**src/hw/mm_ctrl_pkg.sv**
```systemverilog
package mm_ctrl_pkg;

    // ============================================================
    // array geometry and widths
    // ============================================================
    localparam int ARRAY_N    = 8;
    localparam int ARRAY_M    = 8;
    localparam int ROW_SHIFT  = $clog2(ARRAY_N);
    localparam int COL_SHIFT  = $clog2(ARRAY_M);
    localparam int TILE_ELEMS = ARRAY_N * ARRAY_M;

    localparam int BUF_ADDR_W = 10;
    localparam int DIM_W      = 16;
    localparam int SP_WORD_W  = 32;
    localparam int SP_ADDR_W  = 32;
    // holds 0..ARRAY_N
    localparam int SIZE_W     = 4;

    localparam int CLEAR_CYCLES = 4;
    localparam int FIFO_DEPTH   = 4;
    localparam int FIFO_PTR_W   = $clog2(FIFO_DEPTH);

    // ============================================================
    // types
    // ============================================================
    typedef logic [SP_WORD_W-1:0]  sp_word_t;
    typedef logic [SP_ADDR_W-1:0]  sp_addr_t;
    typedef logic [DIM_W-1:0]      dim_t;
    typedef logic [BUF_ADDR_W-1:0] buf_addr_t;
    typedef logic [SIZE_W-1:0]     tile_size_t;

    // opcode seen by the systolic array
    typedef enum logic [2:0] {
        OP_IDLE    = 3'b000,
        OP_COMPUTE = 3'b100,
        OP_DRAIN   = 3'b110
    } array_op_t;

    // one result tile, as queued between sequencer and phase control
    typedef struct packed {
        buf_addr_t  a_base;
        buf_addr_t  w_base;
        buf_addr_t  o_base;
        tile_size_t rows;
        tile_size_t cols;
        logic       last;
    } tile_cmd_t;

    // ============================================================
    // configuration BRAM map, byte addresses
    // ============================================================
    localparam sp_addr_t SP_ADDR_START = 32'd0;
    localparam sp_addr_t SP_ADDR_M     = 32'd8;
    localparam sp_addr_t SP_ADDR_K     = 32'd12;
    localparam sp_addr_t SP_ADDR_N     = 32'd16;
    localparam sp_addr_t SP_ADDR_DONE  = 32'd100;

endpackage

```
**src/hw/cfg_if.sv**
```systemverilog
interface cfg_if
    import mm_ctrl_pkg::*;
();

    // one-cycle pulse, the rest holds until the next run
    logic cfg_start;
    dim_t m;
    dim_t k;
    dim_t n;
    dim_t tiles_m;
    dim_t tiles_n;

    modport source (
        output cfg_start, m, k, n, tiles_m, tiles_n
    );

    modport sink (
        input cfg_start, m, k, n, tiles_m, tiles_n
    );

endinterface

```
**src/hw/tile_cmd_if.sv**
```systemverilog
interface tile_cmd_if
    import mm_ctrl_pkg::*;
();

    logic      push;
    logic      full;
    logic      pop;
    logic      empty;
    tile_cmd_t cmd;

    // write side of the queue
    modport producer (output push, cmd, input full);
    modport fifo_in  (input push, cmd, output full);

    // read side, cmd is the head entry
    modport fifo_out (output cmd, empty, input pop);
    modport consumer (input cmd, empty, output pop);

endinterface

```
**src/hw/config_loader.sv**
```systemverilog
module config_loader
    import mm_ctrl_pkg::*;
(
    input  logic     clk,
    input  logic     i_rst_n,
    input  sp_word_t i_sp_rdata,
    output sp_addr_t o_sp_addr,
    output logic     o_sp_en,
    output logic     o_sp_we,
    output sp_word_t o_sp_wdata,
    input  logic     i_run_done,
    output logic     o_busy,
    cfg_if.source    cfg
);

    typedef enum logic [2:0] {
        LD_IDLE,
        LD_FETCH,
        LD_CALC,
        LD_RUN,
        LD_FLAG,
        LD_CLEAR
    } ld_state_t;

    ld_state_t  state;
    // 0 = address out, 1 = read data back
    logic       rd_phase;
    logic [1:0] word_idx;
    logic       start_hit;
    logic       word_done;

    assign start_hit = (state == LD_IDLE) && o_sp_en && rd_phase && (i_sp_rdata != '0);
    assign word_done = (state == LD_FETCH) && rd_phase;

    function automatic dim_t round_up_tiles(input dim_t dim, input int shift);
        logic [DIM_W:0] padded;
        padded = {1'b0, dim} + {1'b0, dim_t'((1 << shift) - 1)};
        return dim_t'(padded >> shift);
    endfunction

    // ============================================================
    // control FSM
    // ============================================================
    always_ff @(posedge clk)
    begin
        if (!i_rst_n)
        begin
            state         <= LD_IDLE;
            rd_phase      <= 1'b0;
            word_idx      <= '0;
            o_sp_en       <= 1'b0;
            o_sp_we       <= 1'b0;
            o_busy        <= 1'b0;
            cfg.cfg_start <= 1'b0;
        end
        else
        begin
            cfg.cfg_start <= 1'b0;
            case (state)
                LD_IDLE:
                begin
                    o_sp_en  <= 1'b1;
                    word_idx <= '0;
                    // poll only once the BRAM port is enabled
                    if (o_sp_en)
                        rd_phase <= ~rd_phase;
                    if (start_hit)
                        state <= LD_FETCH;
                end
                LD_FETCH:
                begin
                    rd_phase <= ~rd_phase;
                    if (word_done)
                    begin
                        word_idx <= word_idx + 1'b1;
                        if (word_idx == 2'd2)
                            state <= LD_CALC;
                    end
                end
                LD_CALC:
                begin
                    o_sp_en       <= 1'b0;
                    o_busy        <= 1'b1;
                    cfg.cfg_start <= 1'b1;
                    state         <= LD_RUN;
                end
                LD_RUN:
                begin
                    if (i_run_done)
                    begin
                        o_busy  <= 1'b0;
                        o_sp_en <= 1'b1;
                        o_sp_we <= 1'b1;
                        state   <= LD_FLAG;
                    end
                end
                LD_FLAG:
                begin
                    state <= LD_CLEAR;
                end
                default:
                begin
                    // second host write done, back to polling
                    o_sp_we <= 1'b0;
                    state   <= LD_IDLE;
                end
            endcase
        end
    end

    // ============================================================
    // address, write data and captured sizes
    // ============================================================
    always_ff @(posedge clk)
    begin
        case (state)
            LD_IDLE:
            begin
                o_sp_addr <= start_hit ? SP_ADDR_M : SP_ADDR_START;
            end
            LD_FETCH:
            begin
                if (word_done)
                begin
                    case (word_idx)
                        2'd0:
                        begin
                            cfg.m     <= dim_t'(i_sp_rdata);
                            o_sp_addr <= SP_ADDR_K;
                        end
                        2'd1:
                        begin
                            cfg.k     <= dim_t'(i_sp_rdata);
                            o_sp_addr <= SP_ADDR_N;
                        end
                        default:
                        begin
                            cfg.n     <= dim_t'(i_sp_rdata);
                            o_sp_addr <= SP_ADDR_START;
                        end
                    endcase
                end
            end
            LD_CALC:
            begin
                cfg.tiles_m <= round_up_tiles(cfg.m, ROW_SHIFT);
                cfg.tiles_n <= round_up_tiles(cfg.n, COL_SHIFT);
            end
            LD_RUN:
            begin
                // done flag for the host
                if (i_run_done)
                begin
                    o_sp_addr  <= SP_ADDR_DONE;
                    o_sp_wdata <= sp_word_t'(1);
                end
            end
            LD_FLAG:
            begin
                o_sp_addr  <= SP_ADDR_START;
                o_sp_wdata <= '0;
            end
            default:
            begin
                o_sp_addr <= SP_ADDR_START;
            end
        endcase
    end

endmodule

```
**src/hw/tile_sequencer.sv**
```systemverilog
module tile_sequencer
    import mm_ctrl_pkg::*;
(
    input  logic         clk,
    input  logic         i_rst_n,
    cfg_if.sink          cfg,
    tile_cmd_if.producer q
);

    logic      active;
    dim_t      row_idx;
    dim_t      col_idx;
    buf_addr_t a_base;
    buf_addr_t w_base;
    buf_addr_t o_base;
    logic      last_row;
    logic      last_col;
    logic      do_push;
    tile_cmd_t cmd_next;

    assign last_row = (row_idx == cfg.tiles_m - 1'b1);
    assign last_col = (col_idx == cfg.tiles_n - 1'b1);
    assign do_push  = active && !q.full;

    // edge tiles carry the remainder of M or N
    always_comb
    begin
        cmd_next.a_base = a_base;
        cmd_next.w_base = w_base;
        cmd_next.o_base = o_base;
        if (last_row && (cfg.m[ROW_SHIFT-1:0] != '0))
            cmd_next.rows = tile_size_t'(cfg.m[ROW_SHIFT-1:0]);
        else
            cmd_next.rows = tile_size_t'(ARRAY_N);
        if (last_col && (cfg.n[COL_SHIFT-1:0] != '0))
            cmd_next.cols = tile_size_t'(cfg.n[COL_SHIFT-1:0]);
        else
            cmd_next.cols = tile_size_t'(ARRAY_M);
        cmd_next.last = last_row && last_col;
    end

    assign q.push = do_push;
    assign q.cmd  = cmd_next;

    // ============================================================
    // grid walk, column tile outer, row tile inner
    // ============================================================
    always_ff @(posedge clk)
    begin
        if (!i_rst_n)
        begin
            active  <= 1'b0;
            row_idx <= '0;
            col_idx <= '0;
            a_base  <= '0;
            w_base  <= '0;
            o_base  <= '0;
        end
        else if (cfg.cfg_start)
        begin
            active  <= 1'b1;
            row_idx <= '0;
            col_idx <= '0;
            a_base  <= '0;
            w_base  <= '0;
            o_base  <= '0;
        end
        else if (do_push)
        begin
            o_base <= o_base + buf_addr_t'(TILE_ELEMS);
            if (cmd_next.last)
            begin
                active <= 1'b0;
            end
            else if (last_row)
            begin
                // new column, A restarts from the top
                row_idx <= '0;
                col_idx <= col_idx + 1'b1;
                a_base  <= '0;
                w_base  <= w_base + buf_addr_t'(cfg.k);
            end
            else
            begin
                row_idx <= row_idx + 1'b1;
                a_base  <= a_base + buf_addr_t'(cfg.k);
            end
        end
    end

endmodule

```
**src/hw/tile_cmd_fifo.sv**
```systemverilog
module tile_cmd_fifo
    import mm_ctrl_pkg::*;
(
    input  logic         clk,
    input  logic         i_rst_n,
    tile_cmd_if.fifo_in  wr,
    tile_cmd_if.fifo_out rd
);

    tile_cmd_t             mem [FIFO_DEPTH];
    logic [FIFO_PTR_W-1:0] wr_ptr;
    logic [FIFO_PTR_W-1:0] rd_ptr;
    logic [FIFO_PTR_W:0]   count;
    logic                  do_push;
    logic                  do_pop;

    assign wr.full  = (count == (FIFO_PTR_W + 1)'(FIFO_DEPTH));
    assign rd.empty = (count == '0);
    assign do_push  = wr.push && !wr.full;
    assign do_pop   = rd.pop && !rd.empty;
    assign rd.cmd   = mem[rd_ptr];

    always_ff @(posedge clk)
    begin
        if (do_push)
            mem[wr_ptr] <= wr.cmd;
    end

    // pointers wrap naturally, depth is a power of two
    always_ff @(posedge clk)
    begin
        if (!i_rst_n)
        begin
            wr_ptr <= '0;
            rd_ptr <= '0;
            count  <= '0;
        end
        else
        begin
            if (do_push)
                wr_ptr <= wr_ptr + 1'b1;
            if (do_pop)
                rd_ptr <= rd_ptr + 1'b1;
            case ({do_push, do_pop})
                2'b10:   count <= count + 1'b1;
                2'b01:   count <= count - 1'b1;
                default: count <= count;
            endcase
        end
    end

endmodule

```
**src/hw/tile_phase_ctrl.sv**
```systemverilog
module tile_phase_ctrl
    import mm_ctrl_pkg::*;
(
    input  logic         clk,
    input  logic         i_rst_n,
    input  dim_t         i_k,
    tile_cmd_if.consumer q,
    output logic         o_a_buf_on,
    output logic         o_w_buf_on,
    output buf_addr_t    o_a_base_addr,
    output buf_addr_t    o_w_base_addr,
    output buf_addr_t    o_o_base_addr,
    output tile_size_t   o_num_rows,
    output tile_size_t   o_num_cols,
    output array_op_t    o_array_op,
    output logic         o_o_ag_on,
    output logic         o_array_clear,
    output logic         o_run_done
);

    typedef enum logic [2:0] {
        PH_IDLE,
        PH_FEED,
        PH_SETTLE,
        PH_DRAIN_WAIT,
        PH_STORE,
        PH_CLEAR
    } phase_t;

    phase_t    state;
    dim_t      cyc;
    dim_t      last_cyc;
    dim_t      rows_w;
    dim_t      cols_w;
    logic      phase_end;
    logic      take_cmd;
    tile_cmd_t cur;

    assign rows_w = dim_t'(cur.rows);
    assign cols_w = dim_t'(cur.cols);

    // ============================================================
    // phase lengths, as last counter value
    // ============================================================
    always_comb
    begin
        case (state)
            PH_FEED:       last_cyc = i_k - 1'b1;
            PH_SETTLE:     last_cyc = rows_w + cols_w - 2'd2;
            // rows below the tile still have to drain past it
            PH_DRAIN_WAIT: last_cyc = dim_t'(ARRAY_N) - rows_w - 1'b1;
            PH_STORE:      last_cyc = rows_w + 1'b1;
            PH_CLEAR:      last_cyc = dim_t'(CLEAR_CYCLES - 1);
            default:       last_cyc = '0;
        endcase
    end

    assign phase_end = (cyc == last_cyc);
    // pick up the next tile straight out of clear
    assign take_cmd  = !q.empty && ((state == PH_IDLE) || ((state == PH_CLEAR) && phase_end));
    assign q.pop     = take_cmd;

    always_ff @(posedge clk)
    begin
        if (!i_rst_n)
        begin
            state <= PH_IDLE;
            cyc   <= '0;
        end
        else if (take_cmd)
        begin
            state <= PH_FEED;
            cyc   <= '0;
        end
        else if ((state != PH_IDLE) && phase_end)
        begin
            cyc <= '0;
            case (state)
                PH_FEED:
                    state <= PH_SETTLE;
                PH_SETTLE:
                    state <= (cur.rows == tile_size_t'(ARRAY_N)) ? PH_STORE : PH_DRAIN_WAIT;
                PH_DRAIN_WAIT:
                    state <= PH_STORE;
                PH_STORE:
                    state <= PH_CLEAR;
                default:
                    state <= PH_IDLE;
            endcase
        end
        else if (state != PH_IDLE)
        begin
            cyc <= cyc + 1'b1;
        end
    end

    always_ff @(posedge clk)
    begin
        if (take_cmd)
            cur <= q.cmd;
    end

    // ============================================================
    // array and buffer controls
    // ============================================================
    always_comb
    begin
        case (state)
            PH_FEED, PH_SETTLE:      o_array_op = OP_COMPUTE;
            PH_DRAIN_WAIT, PH_STORE: o_array_op = OP_DRAIN;
            default:                 o_array_op = OP_IDLE;
        endcase
    end

    assign o_a_buf_on    = (state == PH_FEED);
    assign o_w_buf_on    = (state == PH_FEED);
    assign o_o_ag_on     = (state == PH_STORE);
    assign o_array_clear = (state == PH_CLEAR) && phase_end;
    assign o_run_done    = (state == PH_CLEAR) && phase_end && cur.last;

    assign o_a_base_addr = cur.a_base;
    assign o_w_base_addr = cur.w_base;
    assign o_o_base_addr = cur.o_base;
    assign o_num_rows    = cur.rows;
    assign o_num_cols    = cur.cols;

endmodule

```
**src/hw/mm_ctrl_top.sv**
```systemverilog
module mm_ctrl_top
    import mm_ctrl_pkg::*;
(
    input  logic       clk,
    input  logic       i_rst_n,
    input  sp_word_t   i_sp_rdata,
    output sp_addr_t   o_sp_addr,
    output logic       o_sp_en,
    output logic       o_sp_we,
    output sp_word_t   o_sp_wdata,
    output logic       o_a_buf_on,
    output logic       o_w_buf_on,
    output buf_addr_t  o_a_base_addr,
    output buf_addr_t  o_w_base_addr,
    output buf_addr_t  o_o_base_addr,
    output tile_size_t o_num_rows,
    output tile_size_t o_num_cols,
    output array_op_t  o_array_op,
    output logic       o_o_ag_on,
    output logic       o_array_clear,
    output logic       o_busy
);

    logic run_done;

    cfg_if      cfg_bus ();
    tile_cmd_if seq_q ();
    tile_cmd_if q_phase ();

    config_loader config_loader_inst (
        .clk        (clk),
        .i_rst_n    (i_rst_n),
        .i_sp_rdata (i_sp_rdata),
        .o_sp_addr  (o_sp_addr),
        .o_sp_en    (o_sp_en),
        .o_sp_we    (o_sp_we),
        .o_sp_wdata (o_sp_wdata),
        .i_run_done (run_done),
        .o_busy     (o_busy),
        .cfg        (cfg_bus.source)
    );

    tile_sequencer tile_sequencer_inst (
        .clk     (clk),
        .i_rst_n (i_rst_n),
        .cfg     (cfg_bus.sink),
        .q       (seq_q.producer)
    );

    tile_cmd_fifo tile_cmd_fifo_inst (
        .clk     (clk),
        .i_rst_n (i_rst_n),
        .wr      (seq_q.fifo_in),
        .rd      (q_phase.fifo_out)
    );

    tile_phase_ctrl tile_phase_ctrl_inst (
        .clk           (clk),
        .i_rst_n       (i_rst_n),
        .i_k           (cfg_bus.k),
        .q             (q_phase.consumer),
        .o_a_buf_on    (o_a_buf_on),
        .o_w_buf_on    (o_w_buf_on),
        .o_a_base_addr (o_a_base_addr),
        .o_w_base_addr (o_w_base_addr),
        .o_o_base_addr (o_o_base_addr),
        .o_num_rows    (o_num_rows),
        .o_num_cols    (o_num_cols),
        .o_array_op    (o_array_op),
        .o_o_ag_on     (o_o_ag_on),
        .o_array_clear (o_array_clear),
        .o_run_done    (run_done)
    );

endmodule

```
**config.mk**
```make
export PLATFORM = sky130hd
export DESIGN_NAME = mm_ctrl_top
export DESIGN_NICKNAME = d
export VERILOG_FILES = /design/src/hw/mm_ctrl_pkg.sv /design/src/hw/cfg_if.sv /design/src/hw/tile_cmd_if.sv /design/src/hw/config_loader.sv /design/src/hw/tile_sequencer.sv /design/src/hw/tile_cmd_fifo.sv /design/src/hw/tile_phase_ctrl.sv /design/src/hw/mm_ctrl_top.sv
export SDC_FILE = /design/constraint.sdc
export NUM_CORES = 1
export LEC_CHECK = 0
export BUFFER_PORTS_ARGS = -buffer_cell sky130_fd_sc_hd__buf_2
export CAP_MARGIN = 30
export CORE_UTILIZATION = 55
export DETAILED_ROUTE_END_ITERATION = 16
export PLACE_DENSITY = 0.74
export SYNTH_ARGS = -nofsm -noshare
export SYNTH_HDL_FRONTEND = slang
export SYNTH_HIERARCHICAL = 1
export SYNTH_SLANG_ARGS = --single-unit
```
**constraint.sdc**
```tcl
create_clock -name clk -period 8.4 [get_ports clk]
set_input_delay 1.26 -clock clk [delete_from_list [all_inputs] [get_ports clk]]
set_output_delay 1.26 -clock clk [all_outputs]
set_load 0.05 [all_outputs]
```
==> impl_metrics.py <==
metrics = {
    "run_status": {
        "status": "complete, no violations",
    },
    "critical_path": {
        "cp_slowest_cell": "or4b_1",
        "cp_cell_sequence": "inv_1 > ha_1 > inv_1 > ha_1 > inv_1 > fa_1 > nor2b_1 > nor4b_1 > nor2_2 > a31oi_1 > or4_1 > or4b_1 > or2_4 > nor3_1 > buf_2",
        "reg2reg_to": "tile_cmd_fifo_inst/count[2]",
        "path_class": "register to primary output",
        "r2r_cells": 22,
        "cp_common_cell": "inv_1",
        "crit_arrival_ns": 4.88,
        "required_ns": 7.14,
        "crit_fanout": 10,
        "critPathCaptureType": "primary output",
        "crit_start": "tile_phase_ctrl_inst/o_num_rows[1]",
        "r2r_start": "tile_phase_ctrl_inst/o_num_rows[1]",
        "start_kind": "register",
        "reg2reg_slack_ns": 2.32,
        "slowest_delay_ns": 0.70,
    },
    "worst_hold_path": {
        "hp-start": "tile_sequencer_inst/col_idx[15]",
        "holdCritPathClass": "register to register",
        "hold_depth": 2,
        "worst_hold_path.endpoint": "tile_sequencer_inst/col_idx[15]",
    },
    "yosys": {
        "ys_seq_area_share_pct": 54.2,
        "syn_area_per_cell_um2": 12.2,
        "synth_area_um2": 18800,
        "synth-seq-cells": 371,
        "ys_warn_count": 6,
        "yosys.area.top_type_share_pct": 44.1,
        "synth_top_area_cell": "edfxtp_1",
        "synthFlopType": "edfxtp_1",
        "synth.distinct_cells": 102,
        "synth_area_leaders": "edfxtp_1, dfxtp_1, mux4_2",
        "synthCells": 1539,
        "synth_edf_count": 276,
        "synthArstFlopShare_pct": 0,
    },
    "floorplanning": {
        "die_height_um": 187,
        "start_util_pct": 56.0,
        "rows": 67,
        "dieArea_um2": 34900,
        "ios": 146,
        "placeableCoreArea_um2": 33500,
        "die_x_um": 187,
    },
    "cts": {
        "cts_tree": "built",
        "cts-resized-gates": 0,
        "cts_made_buffers": 40,
        "clockRootBuffer": "clkbuf_16",
        "cts.sink_count": 371,
        "hold_buffers": 0,
        "path_clk_slew_ns": 0.06,
        "clockBufferDepth": 3,
        "cts.htree.levels": 2,
        "post-cts-setup-buffer-count": 0,
        "clock_latency_ns": 0.53,
    },
    "timing": {
        "finalCriticalPeriod_ns": 6.14,
        "setup_viol": 0,
        "fmax_mhz": 163,
        "hold_viol_final": 0,
        "fin_hold_ws_ns": 0.498,
        "tns_ns": 0,
        "finalCritPeriodShare_pct": 73.1,
        "fin_worst_skew_ns": 0.00902,
        "slew_headroom_pct": 29.7,
        "tightest_slew_ns": 1.04,
        "finalMaxSlewViolations": 0,
        "rsz0062_at_grt": "false",
    },
    "layout": {
        "fill_cells": 2580,
        "num_antenna_cells": 0,
        "layout_commonest_cell": "edfxtp_1",
        "utilization_pct": 61.2,
        "final_layout_size_suffix_gt1_share_pct": 17.1,
        "regArea_um2": 10200,
        "area_delta_synth_final_pct": 9.17,
        "multi_input_area_um2": 7510,
        "final_cell_mix": "edfxtp_1, nand2_1, dfxtp_1, buf_2, xnor2_1",
        "fin_cells": 2062,
        "nets": 1664,
        "stdcell_area_um2": 20500,
    },
    "drt": {
        "postRouteAntennaNets": 0,
        "vias": 12000,
        "viasPerCell": 5.82,
        "wl_per_cell_um": 18.5,
        "firstDrtPassIters": 6,
        "drtIter0Drc": 893,
        "drc_errors": 0,
        "wirelength_um": 38100,
    },
    "grt": {
        "antenna_found_initial": 0,
        "grt_pass1_wl_um": 61300,
        "overflow": 0,
        "grt_max_degree": 43,
        "grt_pass1_vias": 11500,
        "globalRouteTotalUtil_pct": 21.8,
    },
    "power": {
        "ir_drop_v": 0.000186,
        "leakage_nw": 7.19,
        "p_per_area_nw_per_um2": 212,
    },
    "place": {
        "io_buffers": 86,
        "dpl.hpwl_um": 26500,
        "post-place-cells": 1988,
        "place_area_um2": 19100,
        "routabilityCongestion": 0.883,
    },
    "job": {
        "drv_cap": 0,
    },
}
[cell usage after synthesis (all sizes together) (4+ instances only)]
cell type,count
nand2b,23
a21oi,58
nand4,24
a2111oi,4
nand3b,5
a21boi,6
o31a,4
mux4,39
and4,5
nor3,34
o21ai,55
o21a,8
nor2,82
nor3b,14
or4,21
nor4,36
a21o,9
o311ai,4
or3,23
dfxtp,95
o31ai,18
o211ai,13
mux2i,12
a22oi,4
edfxtp,276
or2,7
inv,52
xnor2,72
ha,44
clkbuf,25
buf,142
xor2,49
a311oi,4
nand4b,7
fa,4
and2,24
nor2b,10
a31oi,10
o22ai,4
nand2,94
a22o,6
nand3,47
and3,20
[registers in the layout, indices dropped and copies added (netlist names), 10 cells and up, named ones only]
| register | flops |
|---|---|
| tile_phase_ctrl_inst/o_a_base_addr | 10 |
| config_loader_inst/cfg.tiles_m | 14 |
| tile_phase_ctrl_inst/o_o_base_addr | 10 |
| config_loader_inst/cfg.m | 16 |
| config_loader_inst/cfg.tiles_n | 14 |
| tile_sequencer_inst/a_base | 10 |
| tile_phase_ctrl_inst/o_w_base_addr | 10 |
| tile_sequencer_inst/col_idx | 16 |
| config_loader_inst/cfg.k | 16 |
| tile_sequencer_inst/w_base | 10 |
| tile_sequencer_inst/row_idx | 16 |
| tile_phase_ctrl_inst/cyc | 16 |
| config_loader_inst/cfg.n | 16 |
| tile_cmd_fifo_inst/mem | 156 |
[cells by family after synthesis]
logic type / share of synthesized area, %
adders and majority gates: 3.36
buffers and inverters: 7.17
other: 0.0599
AOI/OAI and AO/OA: 8.81
xor gates and xnor gates: 5.64
muxes: 5.38
DFF: 54.2
and+or+nand+nor: 15.3
[critical path, delay by kind of cell, from the launching register on]
kind | cells | cell delay (ns)
AO/OA/AOI/OAI | 1 | 0.13
adder cells (fa/ha/maj) | 3 | 0.86
AND/OR/NAND/NOR | 7 | 2.30
flip-flops | 1 | 0.53
buffers and inverters | 4 | 0.55
[worst max path at each step]
stage / cells after the start / end
2_1_floorplan: 18 / tile_cmd_fifo_inst/count[2]
3_3_place_gp: 22 / tile_cmd_fifo_inst/count[2]
3_5_place_dp: 22 / tile_cmd_fifo_inst/count[2]
4_1_cts: 15 / o_array_clear
5_1_grt: 22 / tile_cmd_fifo_inst/count[2]
6_report: 15 / o_array_clear
[power by group]
part / switching [mW] / leakage (nW) / internal (mW)
Sequential: 0.0322 / 3.31 / 1.96
Clock: 0.707 / 0.692 / 1.18
Combinational: 0.328 / 3.19 / 0.131
[metal layers]
metal / track usage [%] / wire length, um
met5: 0 / 0
met4: 4.92 / 584
met2: 36.6 / 18500
met1: 30.3 / 17000
met3: 2.67 / 2080
[stage by stage]
stage / total power, mW / setup slack [ns]
2_1_floorplan: 2.46 / 2.28
3_3_place_gp: 2.47 / 2.53
3_5_place_dp: 2.48 / 2.34
4_1_cts: 4.37 / 2.27
5_1_grt: 4.48 / 1.85
6_report: 4.34 / 2.26
[layout make-up]
cell class | count | area share (%)
flip-flops and latches | 371 | 49.7
multi-input cells | 1015 | 36.6
clock buffers | 58 | 5.45
repair buffers | 102 | 2.97
well taps | 448 | 2.73
clock inverters | 16 | 1.57
inverters | 52 | 0.952
Power figures use the tool's default switching activity.
